$ cat src/logic/tile_video_pkg.sv
/* Raster constants, bus records and stage records shared by the tile video layer.
   Every block imports this package inside its body. */
`default_nettype none

package tile_video_pkg;

	// ------------------------------------------------------------
	// Raster geometry in pixel slots and lines
	// ------------------------------------------------------------
	localparam int H_TOTAL    = 384;
	localparam int H_ACTIVE   = 256;
	localparam int V_TOTAL    = 264;
	localparam int V_ACTIVE   = 224;
	// Busy rises this many slots before line start
	localparam int FETCH_LEAD = 16;

	// Beam position and per-slot flags
	typedef struct packed {
		logic [8:0] h;
		logic [8:0] v;
		logic       pix_en;
		logic       active;
		logic       busy;
	} beam_t;

	// Wishbone classic request and response
	typedef struct packed {
		logic        cyc;
		logic        stb;
		logic        we;
		logic [15:0] adr;
		logic [7:0]  dat;
	} wb_req_t;

	typedef struct packed {
		logic       ack;
		logic [7:0] dat;
	} wb_rsp_t;

	// Loader address seen as a gfx bank or as a colour page
	typedef union packed {
		struct packed {
			logic [3:0]  bank;
			logic [11:0] offset;
		} gfx;
		struct packed {
			logic [7:0] page;
			logic [7:0] index;
		} col;
	} dl_addr_u;

	typedef enum logic [2:0] {NONE, CODE, PLANE0, PLANE1, COLOR} region_e;

	// Write command from bus decode to the memories
	typedef struct packed {
		region_e     sel;
		logic [11:0] addr;
		logic [7:0]  data;
	} mem_wr_t;

	// One fetched tile on its way to the shifters
	typedef struct packed {
		logic [7:0] x_base;
		logic [7:0] y;
		logic [7:0] plane0;
		logic [7:0] plane1;
		logic [3:0] color;
		logic       load;
	} tile_t;

	// Pixel with its screen position tags
	typedef struct packed {
		logic       valid;
		logic [7:0] x;
		logic [7:0] y;
		logic [1:0] vid;
		logic [3:0] col;
	} pixel_t;

endpackage

`default_nettype wire

$ cat src/logic/vram_bus_decode.sv
/* Wishbone classic slave for the CPU and the loader. Decodes the region,
   holds tile-code accesses off while the beam fetches, and returns ack. */
`timescale 1ns/1ns
`default_nettype none

module vram_bus_decode (
	input  logic                    CLK_24M,
	input  logic                    I_H_CNT,
	input  tile_video_pkg::wb_req_t bus_req,
	output tile_video_pkg::wb_rsp_t bus_rsp,
	input  tile_video_pkg::beam_t   beam,
	output tile_video_pkg::mem_wr_t mem_wr,
	output logic                    code_rd,
	input  logic [7:0]              cpu_rdata
);
	import tile_video_pkg::*;

	typedef enum logic [1:0] {ST_IDLE, ST_WAIT, ST_ACCESS, ST_ACK} state_e;

	state_e      state;
	dl_addr_u    adr_u;
	region_e     region;
	logic [11:0] rgn_addr;
	logic        req;
	logic        ack;
	// Registered write command
	region_e     mem_sel;
	logic [11:0] mem_addr;
	logic [7:0]  mem_data;
	// Current access returns tile-code data
	logic        rd_code;

	assign adr_u = bus_req.adr;
	assign req   = bus_req.cyc && bus_req.stb;

	// ------------------------------------------------------------
	// Region decode through both address views
	// ------------------------------------------------------------
	always_comb begin
		region   = NONE;
		rgn_addr = 12'h000;
		if (adr_u.col.page < 8'h04) begin
			region   = CODE;
			rgn_addr = {2'b00, adr_u.col.page[1:0], adr_u.col.index};
		end else if (adr_u.gfx.bank == 4'h8 && !adr_u.gfx.offset[11]) begin
			region   = PLANE0;
			rgn_addr = adr_u.gfx.offset;
		end else if (adr_u.gfx.bank == 4'h9 && !adr_u.gfx.offset[11]) begin
			region   = PLANE1;
			rgn_addr = adr_u.gfx.offset;
		end else if (adr_u.col.page == 8'hF4) begin
			region   = COLOR;
			rgn_addr = {4'h0, adr_u.col.index};
		end
	end

	// Access FSM
	always_ff @(posedge CLK_24M or negedge I_H_CNT) begin
		if (!I_H_CNT) begin
			state   <= ST_IDLE;
			mem_sel <= NONE;
			code_rd <= 1'b0;
			rd_code <= 1'b0;
		end else begin
			// Commands last one clock
			mem_sel <= NONE;
			code_rd <= 1'b0;
			case (state)
				ST_IDLE, ST_WAIT: begin
					if (!req) begin
						state <= ST_IDLE;
					end else if (region != CODE) begin
						// Unmapped writes carry NONE and are dropped
						if (bus_req.we)
							mem_sel <= region;
						rd_code <= 1'b0;
						state   <= ST_ACK;
					end else if (!beam.busy) begin
						if (bus_req.we)
							mem_sel <= CODE;
						else
							code_rd <= 1'b1;
						rd_code <= !bus_req.we;
						state   <= ST_ACCESS;
					end else begin
						state <= ST_WAIT;
					end
				end
				// RAM works on the command here
				ST_ACCESS: state <= ST_ACK;
				default:   state <= ST_IDLE;
			endcase
		end
	end

	// Address and data follow the held request
	always_ff @(posedge CLK_24M) begin
		if (state == ST_IDLE || state == ST_WAIT) begin
			mem_addr <= rgn_addr;
			mem_data <= bus_req.dat;
		end
	end

	assign mem_wr  = '{sel: mem_sel, addr: mem_addr, data: mem_data};
	assign ack     = (state == ST_ACK);
	// Only tile-code reads return data
	assign bus_rsp = '{ack: ack, dat: (ack && rd_code) ? cpu_rdata : 8'h00};

endmodule

`default_nettype wire

$ cat config.mk
export PLATFORM = sky130hd
export DESIGN_NAME = vram_bus_decode
export DESIGN_NICKNAME = d
export VERILOG_FILES = /design/src/logic/tile_video_pkg.sv /design/src/logic/vram_bus_decode.sv
export SDC_FILE = /design/constraint.sdc
export NUM_CORES = 1
export LEC_CHECK = 0
export BUFFER_PORTS_ARGS = -buffer_cell sky130_fd_sc_hd__clkbuf_2
export CAP_MARGIN = 40
export CORE_UTILIZATION = 40
export CTS_BUF_LIST = sky130_fd_sc_hd__clkbuf_8
export DETAILED_ROUTE_END_ITERATION = 10
export GPL_ROUTABILITY_DRIVEN = 0
export PLACE_DENSITY = 0.9
export REMOVE_ABC_BUFFERS = 1
export SLEW_MARGIN = 10
export SYNTH_ARGS = -nofsm -noshare
export SYNTH_HDL_FRONTEND = slang
export SYNTH_SLANG_ARGS = --single-unit
$ cat constraint.sdc
create_clock -name CLK_24M -period 1.35 [get_ports CLK_24M]
set_input_delay 0.135 -clock CLK_24M [delete_from_list [all_inputs] [get_ports CLK_24M]]
set_output_delay 0.135 -clock CLK_24M [all_outputs]
set_load 0.02 [all_outputs]
==> flow_summary.yaml <==
setup_path:
  startpoint_type: "flop"
  critPathArrivalTime_ps: 1190
  criticalPathCategory: "flop to output pin"
  worst-endpoint-required_ps: 1220
  r2r_start: "state[1]"
  reg2reg_slack_ps: 130
  cp_max_fo: 8
  crit_path_end_kind: "output pin"
  crit_start: "rd_code"
clock_network:
  insertion_delay_ps: 270
  path_clk_slew_ps: 90
  cts.sinks: 27
  cts-root-buf: "clkbuf_8"
  cts_tree: "built"
  numCtsBuffers: 3
  clockBufferDepth: 2
  htree_levels: 1
status:
  outcome: "completed"
die:
  core_area_um2: 2570
  die_h_um: 54.9
  start_util_pct: 43.7
  die_width_um: 54.9
  rows: 18
  fp.dieArea_um2: 3020
  io_pins: 91
timing:
  fin_crit_sh_pct: 98.4
  drv_slew: 0
  max_freq_mhz: 753
  setup_tns_ps: 0
  worst_slew_pin_slew_ps: 601
  hold_viol: 0
  period_needed_ps: 1330
  rsz0062_at_grt: "true"
  skew_ps: 5.84
  whs_ps: 40.5
  relSlewSlack_pct: 59.9
  setup_viol: 0
synth:
  avgSynthCellArea_um2: 14.6
  ys_seq_area_share_pct: 69.2
  synth_area_um2: 1120
  netlist_instances: 77
  yosys_warnings: 0
  synth_seq_cells: 27
  synth.top_cells.by_area: "edfxtp_1, dfrtp_1, a21boi_2"
  yosysTopAreaCell: "edfxtp_1"
  yosys.cell_types.count: 26
  synth_top_area_share_pct: 53.6
routing:
  drt_iter0_markers: 22
  drc_errors: 0
  wl_met1_um: 993
  top_layer: "met3"
  postRouteAntennaNets: 0
  wirelength_um: 2760
  firstDrtPassIters: 4
  routedWlPerCell_um: 14.8
  met2WireLength_um: 1550
  via_per_inst: 5.02
  vias: 934
  wl_met3_um: 211
place:
  dp.cells: 179
  dp_hpwl_um: 2100
  io_buffers: 70
  postPlaceCellArea_um2: 1530
global_routing:
  grt_pass1_vias: 922
  globalRoute.totalOverflow: 0
  grt_max_degree: 15
  grtUsageTotal_pct: 17.9
  antenna_found_initial: 0
  grt_pass1_wl_um: 3750
final_layout:
  area_delta_synth_final_pct: 48.5
  finalNetCount: 215
  design_area_um2: 1670
  drive_above_1_share_pct: 60.9
  final_cells: 186
  antenna_cells: 0
worst_hold_path:
  hp-class: "input pin to flop"
  worstHoldStart: "bus_req[4]"
pwr:
  leakage_nw: 0.795
  ir_drop_mv: 0.911
  total_power_mw: 2.55
  p_per_area_nw_per_um2: 1530
run:
  max_cap_viol_count: 0
[cell type report]
type                    instances  area, um^2
flip-flops and latches         27         776
clock inverters                 1        3.75
well taps                      30        37.5
repair buffers                 77         455
fillers                       185         902
multi-input cells              44         337
clock buffers                   3        41.3
inverters                       4        15.0
[logic make-up after synthesis]
family	Yosys count	share of synthesized area, %
buffers and inverters	6	2.45
AND/OR/NAND/NOR	28	15.0
flip-flops	27	69.2
other	1	0.335
AO/OA/AOI/OAI	15	13.1
[per-layer routing]
metal  global-route usage (%)  vias to the layer above
met5                        0                        -
met2                     34.3                       44
li1                         -                      440
met4                     10.0                        0
met1                     17.7                      450
met3                     3.28                        0
[critical path, stage by stage (launching register included)]
cell     delay, ps
dfrtp_1        400
and3_4         210
and2_1         180
buf_6          130
[synth_stat cells, drive strengths merged]
| library cell | n |
|---|---|
| a21boi | 8 |
| nand4bb | 1 |
| nor2 | 5 |
| a21oi | 1 |
| or4 | 1 |
| nand2 | 3 |
| o21ai | 2 |
| dfrtp | 7 |
| and2 | 9 |
| a21o | 1 |
| nor3 | 3 |
| nand3b | 1 |
| inv | 4 |
| nand4 | 1 |
| o21bai | 1 |
| and3 | 2 |
| edfxtp | 20 |
| buf | 2 |
| conb | 1 |
| a31oi | 1 |
| o32ai | 1 |
| nor4 | 1 |
| nor4bb | 1 |
[report_power, final]
group	switching [mW]	internal, mW	leakage, nW
Sequential	0.0749	1.19	0.303
Combinational	0.550	0.290	0.465
Clock	0.237	0.204	0.0269
[through the flow]
| stage | utilization, % | setup slack, ps |
|---|---|---|
| after floorplan | - | 103 |
| after global placement | 59.5 | 164 |
| after detailed placement | 59.5 | 84.5 |
| after CTS | 62.2 | 23.8 |
| after global routing | 64.9 | -30.7 |
| final | 64.9 | 21.3 |
[worst paths after layout]
check,endpoint,cells after the start
max in group asynchronous,mem_sel[0],2
min reg2reg,state[0],1
min,mem_data[4],1
max,bus_rsp[2],3
min in group asynchronous,mem_sel[1],2
max reg2reg,rd_code,4
[registers in the layout (all words and copies together) (netlist names)]
name / cells
code_rd: 1
state: 2
mem_addr: 12
mem_data: 8
rd_code: 1
mem_sel: 3
[cells in the final DEF (no fill, tap or decap)]
master	instances
a21boi_2	8
a21o_1	1
a21oi_1	1
a31oi_2	1
and2_1	6
and2_4	3
and3_1	1
and3_4	1
buf_4	6
buf_6	8
clkbuf_2	62
clkbuf_8	3
conb_1	1
dfrtp_1	7
dlygate4sd3_1	1
edfxtp_1	20
inv_1	5
nand2_1	3
nand3b_1	1
nand4_1	1
nand4bb_1	1
nor2_1	5
nor3_1	2
nor3_2	1
nor4_1	1
nor4bb_1	1
o21ai_0	1
o21ai_2	1
o21bai_1	1
o32ai_2	1
or4_1	1
[timing repair]
item | in CTS | in global routing
buffers inserted | 1 | 1
endpoints found under the hold margin | 7 | 0
hold buffers | 1 | 0
setup endpoints to repair | 8 | 10
pin swaps | 0 | 1
cloned | 0 | 0
resized for setup | 3 | 27
Power figures use the tool's default switching activity.
