File: config.mk
export PLATFORM = sky130hd
export DESIGN_NAME = video_beam
export DESIGN_NICKNAME = d
export VERILOG_FILES = /design/src/logic/tile_video_pkg.sv /design/src/logic/video_beam.sv
export SDC_FILE = /design/constraint.sdc
export NUM_CORES = 1
export LEC_CHECK = 0
export BUFFER_PORTS_ARGS = -buffer_cell sky130_fd_sc_hd__buf_4
export CAP_MARGIN = 15
export CORE_ASPECT_RATIO = 0.9
export CORE_MARGIN = 2
export CORE_UTILIZATION = 50
export DETAILED_ROUTE_END_ITERATION = 6
export GPL_ROUTABILITY_DRIVEN = 0
export PLACE_DENSITY = 0.7
export SLEW_MARGIN = 20
export SYNTH_ARGS = -nofsm -noshare
export SYNTH_HDL_FRONTEND = slang
export SYNTH_SLANG_ARGS = --single-unit
File: constraint.sdc
create_clock -name CLK_24M -period 5.4 [get_ports CLK_24M]
set_input_delay 0.27 -clock CLK_24M [delete_from_list [all_inputs] [get_ports CLK_24M]]
set_output_delay 0.27 -clock CLK_24M [all_outputs]
set_load 0.01 [all_outputs]
File: src/logic/tile_video_pkg.sv
/* Raster constants, bus records and stage records shared by the tile video layer.
   Every block imports this package inside its body. */
`default_nettype none

package tile_video_pkg;

	// ------------------------------------------------------------
	// Raster geometry in pixel slots and lines
	// ------------------------------------------------------------
	localparam int H_TOTAL    = 384;
	localparam int H_ACTIVE   = 256;
	localparam int V_TOTAL    = 264;
	localparam int V_ACTIVE   = 224;
	// Busy rises this many slots before line start
	localparam int FETCH_LEAD = 16;

	// Beam position and per-slot flags
	typedef struct packed {
		logic [8:0] h;
		logic [8:0] v;
		logic       pix_en;
		logic       active;
		logic       busy;
	} beam_t;

	// Wishbone classic request and response
	typedef struct packed {
		logic        cyc;
		logic        stb;
		logic        we;
		logic [15:0] adr;
		logic [7:0]  dat;
	} wb_req_t;

	typedef struct packed {
		logic       ack;
		logic [7:0] dat;
	} wb_rsp_t;

	// Loader address seen as a gfx bank or as a colour page
	typedef union packed {
		struct packed {
			logic [3:0]  bank;
			logic [11:0] offset;
		} gfx;
		struct packed {
			logic [7:0] page;
			logic [7:0] index;
		} col;
	} dl_addr_u;

	typedef enum logic [2:0] {NONE, CODE, PLANE0, PLANE1, COLOR} region_e;

	// Write command from bus decode to the memories
	typedef struct packed {
		region_e     sel;
		logic [11:0] addr;
		logic [7:0]  data;
	} mem_wr_t;

	// One fetched tile on its way to the shifters
	typedef struct packed {
		logic [7:0] x_base;
		logic [7:0] y;
		logic [7:0] plane0;
		logic [7:0] plane1;
		logic [3:0] color;
		logic       load;
	} tile_t;

	// Pixel with its screen position tags
	typedef struct packed {
		logic       valid;
		logic [7:0] x;
		logic [7:0] y;
		logic [1:0] vid;
		logic [3:0] col;
	} pixel_t;

endpackage

`default_nettype wire

File: src/logic/video_beam.sv
/* Beam generator. Walks the raster one slot every PIX_DIV clocks and
   flags the visible area and the tile-fetch window for all other blocks. */
`timescale 1ns/1ns
`default_nettype none

module video_beam #(
	parameter int PIX_DIV = 4
) (
	input  logic                  CLK_24M,
	input  logic                  I_H_CNT,
	output tile_video_pkg::beam_t beam
);
	import tile_video_pkg::*;

	localparam int DIV_W = $clog2(PIX_DIV);

	logic [DIV_W-1:0] div_cnt;
	logic             slot_end;
	logic             pix_en;
	logic [8:0]       h_cnt;
	logic [8:0]       v_cnt;
	logic [8:0]       h_nxt;
	logic [8:0]       v_nxt;
	// Line after v_nxt, served by the lead-in fetches
	logic [8:0]       v_fol;
	logic             active;
	logic             busy;
	logic             lead_busy;
	logic             disp_busy;

	// Last clock of the current slot
	assign slot_end = (div_cnt == DIV_W'(PIX_DIV - 1));

	// ------------------------------------------------------------
	// Next beam position and the flags that go with it
	// ------------------------------------------------------------
	always_comb begin
		h_nxt = (h_cnt == 9'(H_TOTAL - 1)) ? 9'd0 : h_cnt + 9'd1;
		v_nxt = v_cnt;
		// Vertical step on horizontal wrap
		if (h_cnt == 9'(H_TOTAL - 1))
			v_nxt = (v_cnt == 9'(V_TOTAL - 1)) ? 9'd0 : v_cnt + 9'd1;
		v_fol = (v_nxt == 9'(V_TOTAL - 1)) ? 9'd0 : v_nxt + 9'd1;
		// Lead-in belongs to the line that follows
		lead_busy = (h_nxt >= 9'(H_TOTAL - FETCH_LEAD)) && (v_fol < 9'(V_ACTIVE));
		disp_busy = (h_nxt < 9'(H_ACTIVE)) && (v_nxt < 9'(V_ACTIVE));
	end

	// Position and flags all change on the same clock
	always_ff @(posedge CLK_24M or negedge I_H_CNT) begin
		if (!I_H_CNT) begin
			div_cnt <= '0;
			pix_en  <= 1'b0;
			h_cnt   <= 9'd0;
			v_cnt   <= 9'(V_TOTAL - 1);
			active  <= 1'b0;
			busy    <= 1'b0;
		end else begin
			pix_en <= slot_end;
			if (slot_end) begin
				div_cnt <= '0;
				h_cnt   <= h_nxt;
				v_cnt   <= v_nxt;
				active  <= (h_nxt < 9'(H_ACTIVE)) && (v_nxt < 9'(V_ACTIVE));
				busy    <= lead_busy || disp_busy;
			end else begin
				div_cnt <= div_cnt + 1'b1;
			end
		end
	end

	// pix_en marks the first clock of each slot
	assign beam = '{h: h_cnt, v: v_cnt, pix_en: pix_en, active: active, busy: busy};

endmodule

`default_nettype wire

==> PnR_summary.wiki <==
{| class="wikitable"
! Metric !! Value
|-
| Layout fillers || 286
|-
| P per Cell Area || 146 nW/um^2
|-
| Net total in the final layout || 193
|-
| CP peak stage delay || 650 ps
|-
| Kind of critical path || flop to flop
|-
| Number of synthesized register bits || 23
|-
| Top cell family by delay on the critical path || compound AO/OA/AOI/OAI gates
|-
| Initial cell density of the core || 0.518
|-
| DR vias || 1331
|-
| Max-cap check violation count || 0
|-
| Post-route minimum period || 2520 ps
|-
| Worst clock skew || 12.0 ps
|-
| Final total power || 0.256 mW
|-
| Hold slack || 376 ps
|-
| Static power due to leakage || 0.774 nW
|-
| CTS max path bufs || 2
|-
| Count of flip-flops with a built-in enable after synthesis || 0
|-
| Number of global-route vias before repair || 1228
|-
| Average via count per standard cell || 5.81
|-
| Master of the slowest instance on the critical path || sky130_fd_sc_hd__dfstp_2
|-
| Most common cell in the netlist || sky130_fd_sc_hd__nand2_1
|-
| Input/output buffers || 22
|-
| Combined global-route utilization of all metal layers || 0.202
|-
| Number of standard cells after synthesis || 171
|-
| Synth-to-Final Area Change || 12.0%
|-
| Clock latency reported for the late side of the worst-skew pair || 310 ps
|-
| N_diodes || 0
|-
| Biggest area contributors in the synthesized netlist || sky130_fd_sc_hd__dfrtp_1 (30%), sky130_fd_sc_hd__dfstp_2 (6.7%), sky130_fd_sc_hd__nand2_1 (4.8%)
|-
| DRC Markers || 0
|-
| CP Cell Sequence || ha_1 > and2_1 > and4b_1 > o21ai_2 > a21oi_2 > nor2_1 > a22o_1 > o31a_1
|-
| Worst hold-check path type || input port to async pin
|-
| Highest clock frequency the design can meet || 0.397 GHz
|-
| Horizontal die dimension || 63.0 um
|-
| HPWL reported at the end of detailed placement || 2440 um
|-
| Sum Neg Setup Slack || 0 ps
|-
| Synth area leader || sky130_fd_sc_hd__dfrtp_1
|-
| Area inside the core boundary || 3020 um^2
|-
| Relative slew margins || 0.403
|-
| Post-synthesis async set-or-reset flop share || 1.00
|-
| Fraction of final layout cells with drive strength greater than 1 || 0.246
|-
| Dpl cells || 224
|-
| Clock buffer count from CTS || 3
|-
| Period utilization || 0.466
|-
| Synth unique cells || 55
|-
| Clock root cell || sky130_fd_sc_hd__clkbuf_4
|-
| Clock sinks || 23
|-
| Initial antenna violation count || 0
|-
| Placement row count || 19
|-
| Most common flop cell mapped by yosys || sky130_fd_sc_hd__dfrtp_1
|-
| Post-synthesis cell area || 1570 um^2
|-
| DRC marker count from the first detailed-route iteration || 74
|-
| Remaining antenna violation count after routing || 0
|-
| Die Area || 3590 um^2
|-
| Setup Buffers After CTS || 0
|-
| Cell Count, Final, Fillers Out || 229
|-
| Maximum vdd drop || 0.126 mV
|-
| Critical path data required time || 5620 ps
|-
| Number of buffers and inverters on the critical path || 0
|-
| Crit path arrival time || 2740 ps
|-
| Detailed-router iteration count before antenna repair || 4
|-
| Number of H-tree levels || 1
|-
| Sequential element share of the synthesized area || 0.371
|-
| Actual slew at the worst max-slew pin || 896 ps
|-
| Final WL || 3340 um
|-
| Grt ovf || 0
|-
| Net count after synthesis || 176
|-
| Syn_area_per_cell || 9.15 um^2
|-
| Summed area of non-filler cells in the final layout || 1750 um^2
|-
| Routed WL per cell || 14.6 um
|-
| DIE HEIGHT || 57.1 um
|-
| Wire length of the first global-routing pass || 5750 um
|-
| Post-Place Cell Area || 1720 um^2
|-
| Resize count post-CTS || 0
|-
| TritonCTS clock tree || done
|-
| Finish-stage setup viols || 0
|-
| RSZ-0062 raised after global routing || no
|-
| Clock transition at the registers of the reported paths || 130 ps
|-
| I/O pin cnt || 23
|-
| Final Max Tran Viols || 0
|-
| Final hold viol count || 0
|-
| Pin count of the biggest net entering global routing || 27
|-
| Area share of the largest cell type after synthesis || 0.304
|-
| Peak fanout along the critical path || 12
|-
| Most instantiated cells after synthesis || sky130_fd_sc_hd__nand2_1 (20), sky130_fd_sc_hd__dfrtp_1 (19), sky130_fd_sc_hd__nor2_1 (14), sky130_fd_sc_hd__o21ai_0 (11)
|-
| Launching element type of the critical path || flop
|-
| Result of the run || finished clean
|-
| Synth Warn # || 0
|-
| Critical path capture point type || flop
|}
==> worst paths after layout <==
check,endpoint,slack [ps],depth (start not counted),startpoint
min reg2reg,div_cnt[0]$_DFF_PN0_,440,1,div_cnt[0]$_DFF_PN0_
max,busy$_DFFE_PN0P_,2880,8,v_cnt[0]$_DFFE_PN1P_
min in group CLK_24M,div_cnt[0]$_DFF_PN0_,440,1,div_cnt[0]$_DFF_PN0_
max reg2reg,busy$_DFFE_PN0P_,2880,8,v_cnt[0]$_DFFE_PN1P_
min,h_cnt[5]$_DFFE_PN0P_,380,2,I_H_CNT
max in group asynchronous,v_cnt[8]$_DFFE_PN1P_,4730,2,I_H_CNT
==> metal layers <==
layer  GRT usage  up-vias  part of all wire
met2       0.318       41              0.45
li1            -      660                 -
met1       0.275      627              0.48
met3      0.0592        3             0.064
met5           0        -                 0
met4      0.0508        0            0.0030
==> layout by cell type, fill, tap and decap left out, types with 4 or more instances in the layout <==
cell,n
sky130_fd_sc_hd__a21oi_1,9
sky130_fd_sc_hd__xor2_1,6
sky130_fd_sc_hd__nand2_1,20
sky130_fd_sc_hd__nand3_1,9
sky130_fd_sc_hd__nand3b_1,4
sky130_fd_sc_hd__dfrtp_1,19
sky130_fd_sc_hd__nor2_1,14
sky130_fd_sc_hd__o21ai_0,11
sky130_fd_sc_hd__dfstp_2,4
sky130_fd_sc_hd__nor3_1,5
sky130_fd_sc_hd__buf_4,22
==> cells by family after synthesis <==
family,Yosys count,share of synthesized area
simple gates,75,0.283
buf+inv,13,0.0472
fa+ha+maj,3,0.0240
flops,23,0.371
mux,3,0.0208
xor+xnor,9,0.0504
compound gates,45,0.204
==> final cells by class <==
type / instances / area, um^2 / share of cell area
timing repair buffer: 23 / 175 / 0.0999
sequential: 23 / 581 / 0.331
multi-input combinational: 135 / 911 / 0.520
clock buffer: 4 / 26.3 / 0.0150
tap: 42 / 52.6 / 0.0300
inverter: 2 / 7.51 / 0.00428
==> report_power, final <==
group / internal, mW / total [mW] / switching (mW)
registers: 0.172 / 0.172 / 0
logic: 0.000965 / 0.00433 / 0.00336
clock network: 0.0289 / 0.0789 / 0.0500
total: 0.202 / 0.256 / 0.0534
==> registers in the layout (all words and copies together), names as in the netlist <==
name	flops
active	1
busy	1
div_cnt	2
v_cnt	9
h_cnt	9
pix_en	1
==> per-stage QoR <==
step,utilization,setup slack [ps]
floorplan,-,3180
global placement,0.569,2970
detailed placement,0.569,2930
CTS,0.581,2910
global route,0.581,2730
finish,0.581,2880
==> what timing repair did <==
action                                 CTS  global route
endpoints found under the hold margin   19             0
hold buffers                             1             0
setup endpoints to repair                0             0
No activity file was read; power rests on OpenSTA's default activity.
