`src/logic/tile_video_pkg.sv`:
```
/* Raster constants, bus records and stage records shared by the tile video layer.
   Every block imports this package inside its body. */
`default_nettype none

package tile_video_pkg;

	// ------------------------------------------------------------
	// Raster geometry in pixel slots and lines
	// ------------------------------------------------------------
	localparam int H_TOTAL    = 384;
	localparam int H_ACTIVE   = 256;
	localparam int V_TOTAL    = 264;
	localparam int V_ACTIVE   = 224;
	// Busy rises this many slots before line start
	localparam int FETCH_LEAD = 16;

	// Beam position and per-slot flags
	typedef struct packed {
		logic [8:0] h;
		logic [8:0] v;
		logic       pix_en;
		logic       active;
		logic       busy;
	} beam_t;

	// Wishbone classic request and response
	typedef struct packed {
		logic        cyc;
		logic        stb;
		logic        we;
		logic [15:0] adr;
		logic [7:0]  dat;
	} wb_req_t;

	typedef struct packed {
		logic       ack;
		logic [7:0] dat;
	} wb_rsp_t;

	// Loader address seen as a gfx bank or as a colour page
	typedef union packed {
		struct packed {
			logic [3:0]  bank;
			logic [11:0] offset;
		} gfx;
		struct packed {
			logic [7:0] page;
			logic [7:0] index;
		} col;
	} dl_addr_u;

	typedef enum logic [2:0] {NONE, CODE, PLANE0, PLANE1, COLOR} region_e;

	// Write command from bus decode to the memories
	typedef struct packed {
		region_e     sel;
		logic [11:0] addr;
		logic [7:0]  data;
	} mem_wr_t;

	// One fetched tile on its way to the shifters
	typedef struct packed {
		logic [7:0] x_base;
		logic [7:0] y;
		logic [7:0] plane0;
		logic [7:0] plane1;
		logic [3:0] color;
		logic       load;
	} tile_t;

	// Pixel with its screen position tags
	typedef struct packed {
		logic       valid;
		logic [7:0] x;
		logic [7:0] y;
		logic [1:0] vid;
		logic [3:0] col;
	} pixel_t;

endpackage

`default_nettype wire

```
`src/logic/pixel_shift.sv`:
```
/* Pixel shifter. Holds the next tile until its column starts, then shifts
   both planes out one bit per active slot and tags each pixel with x and y. */
`timescale 1ns/1ns
`default_nettype none

module pixel_shift (
	input  logic                   CLK_24M,
	input  logic                   I_H_CNT,
	input  tile_video_pkg::beam_t  beam,
	input  logic                   flip,
	input  tile_video_pkg::tile_t  tile,
	output tile_video_pkg::pixel_t pix
);
	import tile_video_pkg::*;

	// Pending tile waits for its column
	logic [7:0] pend_x;
	logic [7:0] pend_y;
	logic [7:0] pend_p0;
	logic [7:0] pend_p1;
	logic [3:0] pend_col;
	// Tile being shifted out
	logic [7:0] sh_p0;
	logic [7:0] sh_p1;
	logic [7:0] cur_y;
	logic [3:0] cur_col;
	logic       shift_en;
	logic       swap;
	logic [7:0] src_p0;
	logic [7:0] src_p1;
	logic [7:0] src_y;
	logic [3:0] src_col;
	logic       pix_valid;
	logic [7:0] pix_x;
	logic [7:0] pix_y;
	logic [1:0] pix_vid;
	logic [3:0] pix_col;

	assign shift_en = beam.pix_en && beam.active;
	assign swap     = shift_en && (beam.h == {1'b0, pend_x});

	// First pixel of a column comes straight from the pending tile
	always_comb begin
		src_p0  = swap ? pend_p0 : sh_p0;
		src_p1  = swap ? pend_p1 : sh_p1;
		src_y   = swap ? pend_y : cur_y;
		src_col = swap ? pend_col : cur_col;
	end

	// ------------------------------------------------------------
	// Tile buffers and shifters
	// ------------------------------------------------------------
	always_ff @(posedge CLK_24M) begin
		if (tile.load) begin
			pend_x   <= tile.x_base;
			pend_y   <= tile.y;
			pend_p0  <= tile.plane0;
			pend_p1  <= tile.plane1;
			pend_col <= tile.color;
		end
		if (shift_en) begin
			// Flip takes bit 0 first
			sh_p0   <= flip ? src_p0 >> 1 : src_p0 << 1;
			sh_p1   <= flip ? src_p1 >> 1 : src_p1 << 1;
			cur_y   <= src_y;
			cur_col <= src_col;
			pix_x   <= beam.h[7:0];
			pix_y   <= src_y;
			// plane1 is the high bit
			pix_vid <= flip ? {src_p1[0], src_p0[0]} : {src_p1[7], src_p0[7]};
			pix_col <= src_col;
		end
	end

	always_ff @(posedge CLK_24M or negedge I_H_CNT) begin
		if (!I_H_CNT)
			pix_valid <= 1'b0;
		else
			pix_valid <= shift_en;
	end

	assign pix = '{valid: pix_valid, x: pix_x, y: pix_y, vid: pix_vid, col: pix_col};

endmodule

`default_nettype wire

```
`config.mk`:
```
export PLATFORM = sky130hd
export DESIGN_NAME = pixel_shift
export DESIGN_NICKNAME = d
export VERILOG_FILES = /design/src/logic/tile_video_pkg.sv /design/src/logic/pixel_shift.sv
export SDC_FILE = /design/constraint.sdc
export NUM_CORES = 1
export LEC_CHECK = 0
export ABC_AREA = 1
export BUFFER_PORTS_ARGS = -buffer_cell sky130_fd_sc_hd__buf_4
export CAP_MARGIN = 20
export CORE_AREA = 2 2 87 89
export CTS_CLUSTER_DIAMETER = 150
export CTS_CLUSTER_SIZE = 14
export DETAILED_ROUTE_END_ITERATION = 6
export DIE_AREA = 0 0 89 91
export GPL_ROUTABILITY_DRIVEN = 0
export PLACE_DENSITY = 0.7
export REMOVE_ABC_BUFFERS = 1
export SLEW_MARGIN = 0
export SYNTH_ARGS = -nofsm -noshare
export SYNTH_HDL_FRONTEND = slang
export SYNTH_SLANG_ARGS = --single-unit
```
`constraint.sdc`:
```
create_clock -name CLK_24M -period 1.57 [get_ports CLK_24M]
set_input_delay 0.157 -clock CLK_24M [delete_from_list [all_inputs] [get_ports CLK_24M]]
set_output_delay 0.157 -clock CLK_24M [all_outputs]
set_load 0.03 [all_outputs]
```
==> summary.md, run 1 <==
| Metric | Value |
|---|---|
| Drt drc | `0` |
| Area delta synth->final | `51.3%` |
| Die footprint | `around 8100 µm²` |
| Setup CP Type | `flop to flop` |
| Crit path max fanout | `8` |
| Post-Route WL | `approximately 6.6 mm` |
| Overall power | `~4.2 mW` |
| CTS Buf Count | `9` |
| Synth Warn # | `0` |
| Final setup violation count | `18` |
| Global-route wire length before repair | `10.3 mm` |
| Power per Cell Area | `909 nW/µm²` |
| Outcome | `complete, but fails checks` |
| Critical path arrival | `1.87 ns` |
| IO Pins | `84` |
| Vias per cell | `approximately 4.6` |
| Layout cells sized above 1 | `39.4%` |
| CTS HTree Levels | `3` |
| Post-DP Area | `around 3700 µm²` |
| Max-cap viol count | `0` |
| Detailed Place HPWL | `approximately 3.8 mm` |
| Port buffer count | `73` |
| Post-Syn Instances | `241` |
| Syn Area/Cell | `between 10 and 15 µm²` |
| Nets | `432` |
| Filler cell count | `573` |
| Root Buffer | `clkbuf_8` |
| Peak VDD IR | `0.694 mV` |
| Largest net degree at the start of global routing | `37` |
| DRT antenna net count | `0` |
| TritonRoute pass-1 iters | `4` |
| TritonCTS clock tree | `yes` |
| Worst slew pin tran | `0.544 ns` |
| Crit start category | `flop` |
| Row count | `31` |
| CTS clk-pin slew, worst paths | `0.08 ns` |
| Die H | `91 µm` |
| Worst path required time | `around 1.8 ns` |
| RSZ-0062 raised after global routing | `yes` |
| Final worst path period need | `between 1.5 and 2 ns` |
| LEAKAGE | `around 2.0 nW` |
| Wirelength per Cell | `~14 µm` |
| #FFs+latches synth | `75` |
| Violated checks | `setup timing` |
| Critical Path End Type | `flop` |
| Starting Density | `42.8%` |
| Synth Cell Area | `roughly 3100 µm²` |
| Max Clock Freq | `approximately 600 MHz` |
| Final setup margin | `-0.0864 ns` |
| Fin util | `64.7%` |
| Core Region | `about 7100 µm²` |
| Worst hold slack | `between 0.02 and 0.025 ns` |
| Hold crit path type | `primary input to flop` |
| Worst skew pair latency | `0.35 ns` |
| Sequential-to-total area share from yosys stat | `73.6%` |
| ANT cells | `0` |
| Finished Cell Area | `between 4000 and 5000 µm²` |
| Worst Skew | `between 0.01 and 0.015 ns` |
| Period utilization | `106%` |
| Clock Tree Buf Depth | `2` |
| Clock sink count | `between 70 and 80` |
| Die X-Extent | `between 80 and 90 µm` |
| Pins Over Slew Limit | `0` |
| GRT Util Overall | `17.0%` |
| 1st-iter DRT viols | `around 110` |
| Hold Fails Final Rpt | `0` |
| Fin Setup TNS | `-0.816 ns` |
| Gr ovfl total | `0` |
| Initial antenna violation count | `0` |
| Routed vias | `around 2.2k` |
| Number of distinct library cells after synthesis | `22` |
| Vias in the first global route | `2189` |
| Slew headroom | `about 64%` |
[power breakdown]
part,switching (mW),internal (mW)
Sequential,0.0363,2.33
Clock,0.725,0.564
Combinational,0.271,0.269
[area by class of cell]
type	instances	area [µm²]	share of cell area (%)
Multi-Input combinational cell	119	832	18.0
Tap cell	99	124	2.68
Clock buffer	9	124	2.68
Inverter	43	161	3.50
Sequential cell	75	2250	48.7
Clock inverter	7	45.0	0.976
Timing Repair Buffer	123	1080	23.5
[layer usage]
| metal | global-route usage (%) | up-vias | part of all wire, % |
|---|---|---|---|
| li1 | - | 1078 | - |
| met1 | 21.1 | 1038 | 40 |
| met2 | 27.9 | 66 | 54 |
| met3 | 4.18 | 14 | 3.9 |
| met4 | 7.59 | 0 | 2.2 |
| met5 | 0 | - | 0 |
[worst paths after layout]
check,startpoint,end,slack (ns),depth (start not counted)
min in group asynchronous,I_H_CNT,pix_valid,0.13,2
worst max-delay path,pend_x[3],pix_vid[1],-0.09,7
worst min-delay path,beam[14],pix_x[2],0.02,1
max in group asynchronous,I_H_CNT,pix_valid,1.36,2
worst max register to register,pend_x[3],pix_vid[1],-0.09,7
worst min register to register,pend_col[1],pix_col[1],0.42,0
[critical path, cell delays in order, from the launching register on]
cell,delay (ns)
edfxtp_1,0.44
xnor2_2,0.24
nand2_4,0.13
nor2_8,0.28
nand2_8,0.15
nand2_2,0.11
nand3_2,0.08
nand2_2,0.10
[metrics by stage]
step | std cells | worst slack (ns)
after floorplan | 234 | -0.0883
after global placement | 410 | -0.00979
after detailed placement | 410 | -0.0682
after CTS | 469 | -0.0679
after global routing | 475 | -0.149
final | 475 | -0.0864
[flip-flops by register name, indices dropped and copies added (netlist names)]
signal / flops
pend_col: 4
pix_vid: 2
pend_y: 8
pix_valid: 1
pend_p0: 8
sh_p1: 8
pend_p1: 8
pix_y: 8
sh_p0: 8
pix_x: 8
pend_x: 8
pix_col: 4
[cells by family (layout without fill, tap and decap cells)]
family | after synthesis | after routing | synth area share, %
XOR/XNOR | 5 | 5 | 1.93
AO/OA/AOI/OAI | 4 | 4 | 0.820
flip-flops | 75 | 75 | 73.6
buffers and inverters | 50 | 182 | 6.76
AND/OR/NAND/NOR | 107 | 110 | 16.9
[cell usage after synthesis]
master / n / area [µm²]
xnor2_2: 2 / 32.5
nor2_1: 12 / 45.0
buf_6: 1 / 11.3
o2111ai_1: 1 / 8.76
nor2_2: 1 / 6.26
nand3_2: 1 / 10.0
o22ai_1: 1 / 6.26
edfxtp_1: 74 / 2220
nand2_2: 2 / 12.5
clkinv_1: 1 / 3.75
dfrtp_1: 1 / 25.0
nand2_1: 42 / 158
nor2_8: 2 / 40.0
inv_1: 42 / 158
o21ai_0: 2 / 10.0
clkbuf_1: 3 / 11.3
nand4_1: 1 / 6.26
nand2_4: 1 / 11.3
nand3_1: 44 / 220
nor3_1: 1 / 5.00
buf_4: 3 / 22.5
xnor2_1: 3 / 26.3
[cell usage in the layout (no fill, tap or decap), types with 3 or more instances in the layout]
| cell | Yosys | layout |
|---|---|---|
| dlygate4sd3_1 | 0 | 41 |
| clkinv_2 | 0 | 3 |
| clkinvlp_4 | 0 | 4 |
| nor2_1 | 12 | 11 |
| xnor2_2 | 2 | 4 |
| inv_1 | 42 | 42 |
| nand3_1 | 44 | 25 |
| nand2_1 | 42 | 26 |
| clkbuf_8 | 0 | 9 |
| nand3_2 | 1 | 18 |
| buf_4 | 3 | 75 |
| edfxtp_1 | 74 | 74 |
| nand2_4 | 1 | 3 |
| nand2_2 | 2 | 15 |
| buf_6 | 1 | 4 |
[repair_timing]
action	4_1_cts	5_1_grt
resized for setup	14	35
pin swaps	6	11
cloned	2	2
hold buffers	37	4
setup buffers	4	0
setup endpoints to repair	18	30
endpoints found under the hold margin	37	4
No activity file was read; power rests on OpenSTA's default activity.
==> inputs of run 2 (changes only) <==
--- a/config.mk
+++ b/config.mk
@@ -5,16 +5,16 @@
 export SDC_FILE = /design/constraint.sdc
 export NUM_CORES = 1
 export LEC_CHECK = 0
-export ABC_AREA = 1
+export ABC_AREA = 0
 export BUFFER_PORTS_ARGS = -buffer_cell sky130_fd_sc_hd__buf_4
 export CAP_MARGIN = 20
-export CORE_AREA = 2 2 87 89
+export CORE_AREA = 2 2 84 86
 export CTS_CLUSTER_DIAMETER = 150
 export CTS_CLUSTER_SIZE = 14
 export DETAILED_ROUTE_END_ITERATION = 6
-export DIE_AREA = 0 0 89 91
+export DIE_AREA = 0 0 86 88
 export GPL_ROUTABILITY_DRIVEN = 0
-export PLACE_DENSITY = 0.7
+export PLACE_DENSITY = 0.71
 export REMOVE_ABC_BUFFERS = 1
 export SLEW_MARGIN = 0
 export SYNTH_ARGS = -nofsm -noshare
==> summary.md, run 2 <==
| Metric | Value |
|---|---|
| Outcome | `complete, but fails checks` |
| Violated checks | `setup timing` |
| TritonRoute pass-1 iters | `4 (unchanged)` |
| Max Used Layer | `met4` |
| Max Clock Freq | `514 MHz (-15%)` |
| Syn Area/Cell | `20.0 µm² (+58%)` |
| Synth area leaders | `edfxtp_1 77%, mux4_2 8.6%, nand2_1 1.7%` |
| 1st-iter DRT viols | `112 (+6.7%)` |
| Most frequent cells in the layout | `88 x buf_4, 74 x edfxtp_1, 45 x dlygate4sd3_1` |
| CTS Buf Count | `9 (unchanged)` |
| Post-synth top area share | `77.0% (+4.2 points)` |
| Commonest non-fill, non-tap cell in the layout | `buf_4` |
| Area delta synth->final | `55.2%` |
| Initial antenna violation count | `0 (unchanged)` |
| Vias in the first global route | `1941 (-11%)` |
| Cell with the most instances after synthesis | `edfxtp_1` |
| Critical-path top delay cell | `or4_4` |
| Met1 WL | `2.49 mm (-5.8%)` |
| Top_reg_cell synth | `edfxtp_1` |
| Post-synth top cells | `74 x edfxtp_1, 13 x nand2_1, 11 x mux4_2, 5 x xor2_1` |
| Gr ovfl total | `0 (unchanged)` |
| Area leader, netlist | `edfxtp_1` |
| Met3 routed WL | `616 µm (+140%)` |
| Synth Warn # | `0 (unchanged)` |
| LEAKAGE | `1.67 nW (-15%)` |
| ANT cells | `0 (unchanged)` |
| Slew headroom | `68.0% (+4.2 points)` |
| CTS HTree Levels | `3 (unchanged)` |
| Clock Tree Buf Depth | `2 (unchanged)` |
| GRT Util Overall | `17.6% (+0.62 points)` |
| Fin Setup TNS | `-10.45 ns (-9.63 ns)` |
| #FFs+latches synth | `75 (unchanged)` |
| Worst slew pin tran | `0.481 ns (-0.0630 ns)` |
| Async set-reset flop share out of synthesis | `1.33% (unchanged)` |
| CTS clk-pin slew, worst paths | `0.08 ns (about the same)` |
| Die H | `88 µm (-3.3%)` |
| Critical Path End Type | `flop` |
| WL met2 | `3.21 mm (-9.1%)` |
| Pins Over Slew Limit | `0 (unchanged)` |
| Period utilization | `124% (+18 points)` |
| Vias per cell | `5.10 (+10%)` |
| Final setup violation count | `30 (+12)` |
| Row count | `30 (-3.2%)` |
| Final setup margin | `-0.375 ns (-0.289 ns)` |
| Sequential-to-total area share from yosys stat | `77.9% (+4.2 points)` |
| Core Region | `6640 µm² (-6.9%)` |
| DRT antenna net count | `0 (unchanged)` |
| Worst path required time | `1.66 ns (-0.12 ns)` |
| TritonCTS clock tree | `yes` |
| Crit start category | `flop` |
| Worst-path cell chain | `xor2_2 -> or4_4 -> nor3_4 -> mux4_2` |
| Final cell count without fillers | `373 (-21%)` |
| Number of distinct library cells after synthesis | `25 (+14%)` |
| Synth Cell Area | `2890 µm² (-5.5%)` |
| Critical path's largest stage delay | `0.56 ns (+0.12 ns)` |
| Post-Syn Instances | `144 (-40%)` |
| Die X-Extent | `86 µm (-3.4%)` |
| Nets | `349 (-19%)` |
| Final worst path period need | `1.95 ns (+0.289 ns)` |
| Layout cells sized above 1 | `48.5% (+9.1 points)` |
| Filler cell count | `453 (-21%)` |
| Wirelength per Cell | `17.2 µm (+24%)` |
| Pre-CTS setup slack | `-0.484 ns (-0.416 ns)` |
| IO Pins | `84 (unchanged)` |
| Max-cap viol count | `0 (unchanged)` |
| Hold crit path type | `primary input to async pin` |
| Fin util | `67.4% (+2.7 points)` |
| Post-placement cell count | `304 (-26%)` |
| Clock sink count | `75 (unchanged)` |
| Die footprint | `7570 µm² (-6.6%)` |
| Post-Route WL | `6.41 mm (-2.5%)` |
| Starting Density | `43.4% (+0.67 points)` |
| Register Area | `2250 µm² (unchanged)` |
| Hold Fails Final Rpt | `0 (unchanged)` |
| Multi-input gate area | `758 µm² (-8.9%)` |
| Number of synthesized flops with an enable pin | `74 (unchanged)` |
| Worst Skew | `0.00914 ns (-0.00443 ns)` |
| Power per Cell Area | `957 nW/µm² (+5.4%)` |
| Largest net degree at the start of global routing | `37 (unchanged)` |
| RSZ-0062 raised after global routing | `yes` |
| Global-route wire length before repair | `9.74 mm (-5.2%)` |
| Crit path max fanout | `3 (-5)` |
| Peak VDD IR | `0.865 mV (+25%)` |
| Worst skew pair latency | `0.35 ns (about the same)` |
| Port buffer count | `73 (unchanged)` |
| Root Buffer | `clkbuf_8` |
| Routed vias | `1903 (-13%)` |
| Critical path arrival | `2.03 ns (+0.16 ns)` |
| Drt drc | `0 (unchanged)` |
| Setup CP Type | `flop to flop` |
| Detailed Place HPWL | `3.90 mm (+3.3%)` |
run 2: kinds of logic after synthesis:
logic type / share of synthesized area, %
multiplexers: 8.59
buffers and inverters: 1.21
AND/OR/NAND/NOR: 6.33
AO/OA/AOI/OAI: 3.56
flip-flops: 77.9
XOR/XNOR: 2.43
run 2: power breakdown:
part | switching [mW] | leakage (nW) | total (mW) | internal (mW)
registers | 0.0534 | 0.719 | 2.39 | 2.33
logic | 0.236 | 0.865 | 0.528 | 0.293
clock network | 0.774 | 0.0884 | 1.37 | 0.600
run 2: metal layers:
layer	vias to the layer above	global-route usage (%)
met1	918	21.1
met4	0	6.20
met3	9	8.11
li1	873	-
met5	-	0
met2	103	28.4
run 2: what timing repair did:
item                                    in CTS  in global routing
cloned                                       2                  0
endpoints found under the setup margin      30                 30
endpoints found under the hold margin       44                  1
pin swaps                                    9                 13
setup buffers                                2                  4
hold buffers                                44                  1
gates resized for setup                     12                 17
run 2: worst max-delay path, delay by kind of cell, from the launching register on:
| family | cells | cell delay [ns] |
|---|---|---|
| XOR/XNOR | 1 | 0.19 |
| flip-flops | 1 | 0.43 |
| multiplexers | 1 | 0.32 |
| AND/OR/NAND/NOR | 2 | 0.75 |
run 2: stage by stage:
step | area, µm² | power, mW | hold slack [ns]
after floorplan | 2860 | 2.57 | -0.139
after global placement | 3620 | 2.78 | -0.0675
after detailed placement | 3620 | 2.80 | -0.0660
after CTS | 4330 | 4.26 | 0.00245
after global routing | 4480 | 4.45 | 0.0921
final | 4480 | 4.29 | 0.112
run 2: final timing paths:
check | from | endpoint | slack, ns | cells after the start
worst max register to register | pend_x[5] | sh_p1[1] | -0.38 | 4
worst min-delay path | I_H_CNT | pix_valid | 0.11 | 2
worst max-delay path | pend_x[5] | sh_p1[1] | -0.38 | 4
min in group CLK_24M | tile[0] | pend_y[2] | 0.29 | 1
max in group asynchronous | I_H_CNT | pix_valid | 1.38 | 2
worst min register to register | pend_col[2] | pix_col[2] | 0.43 | 0
run 2: area by class of cell:
cell class / count / area share [%]
timing repair buffer: 138 / 26.3
clock inverter: 7 / 1.37
multi-input combinational: 62 / 16.9
tap: 80 / 2.24
inverter: 2 / 0.168
sequential: 75 / 50.2
clock buffer: 9 / 2.77
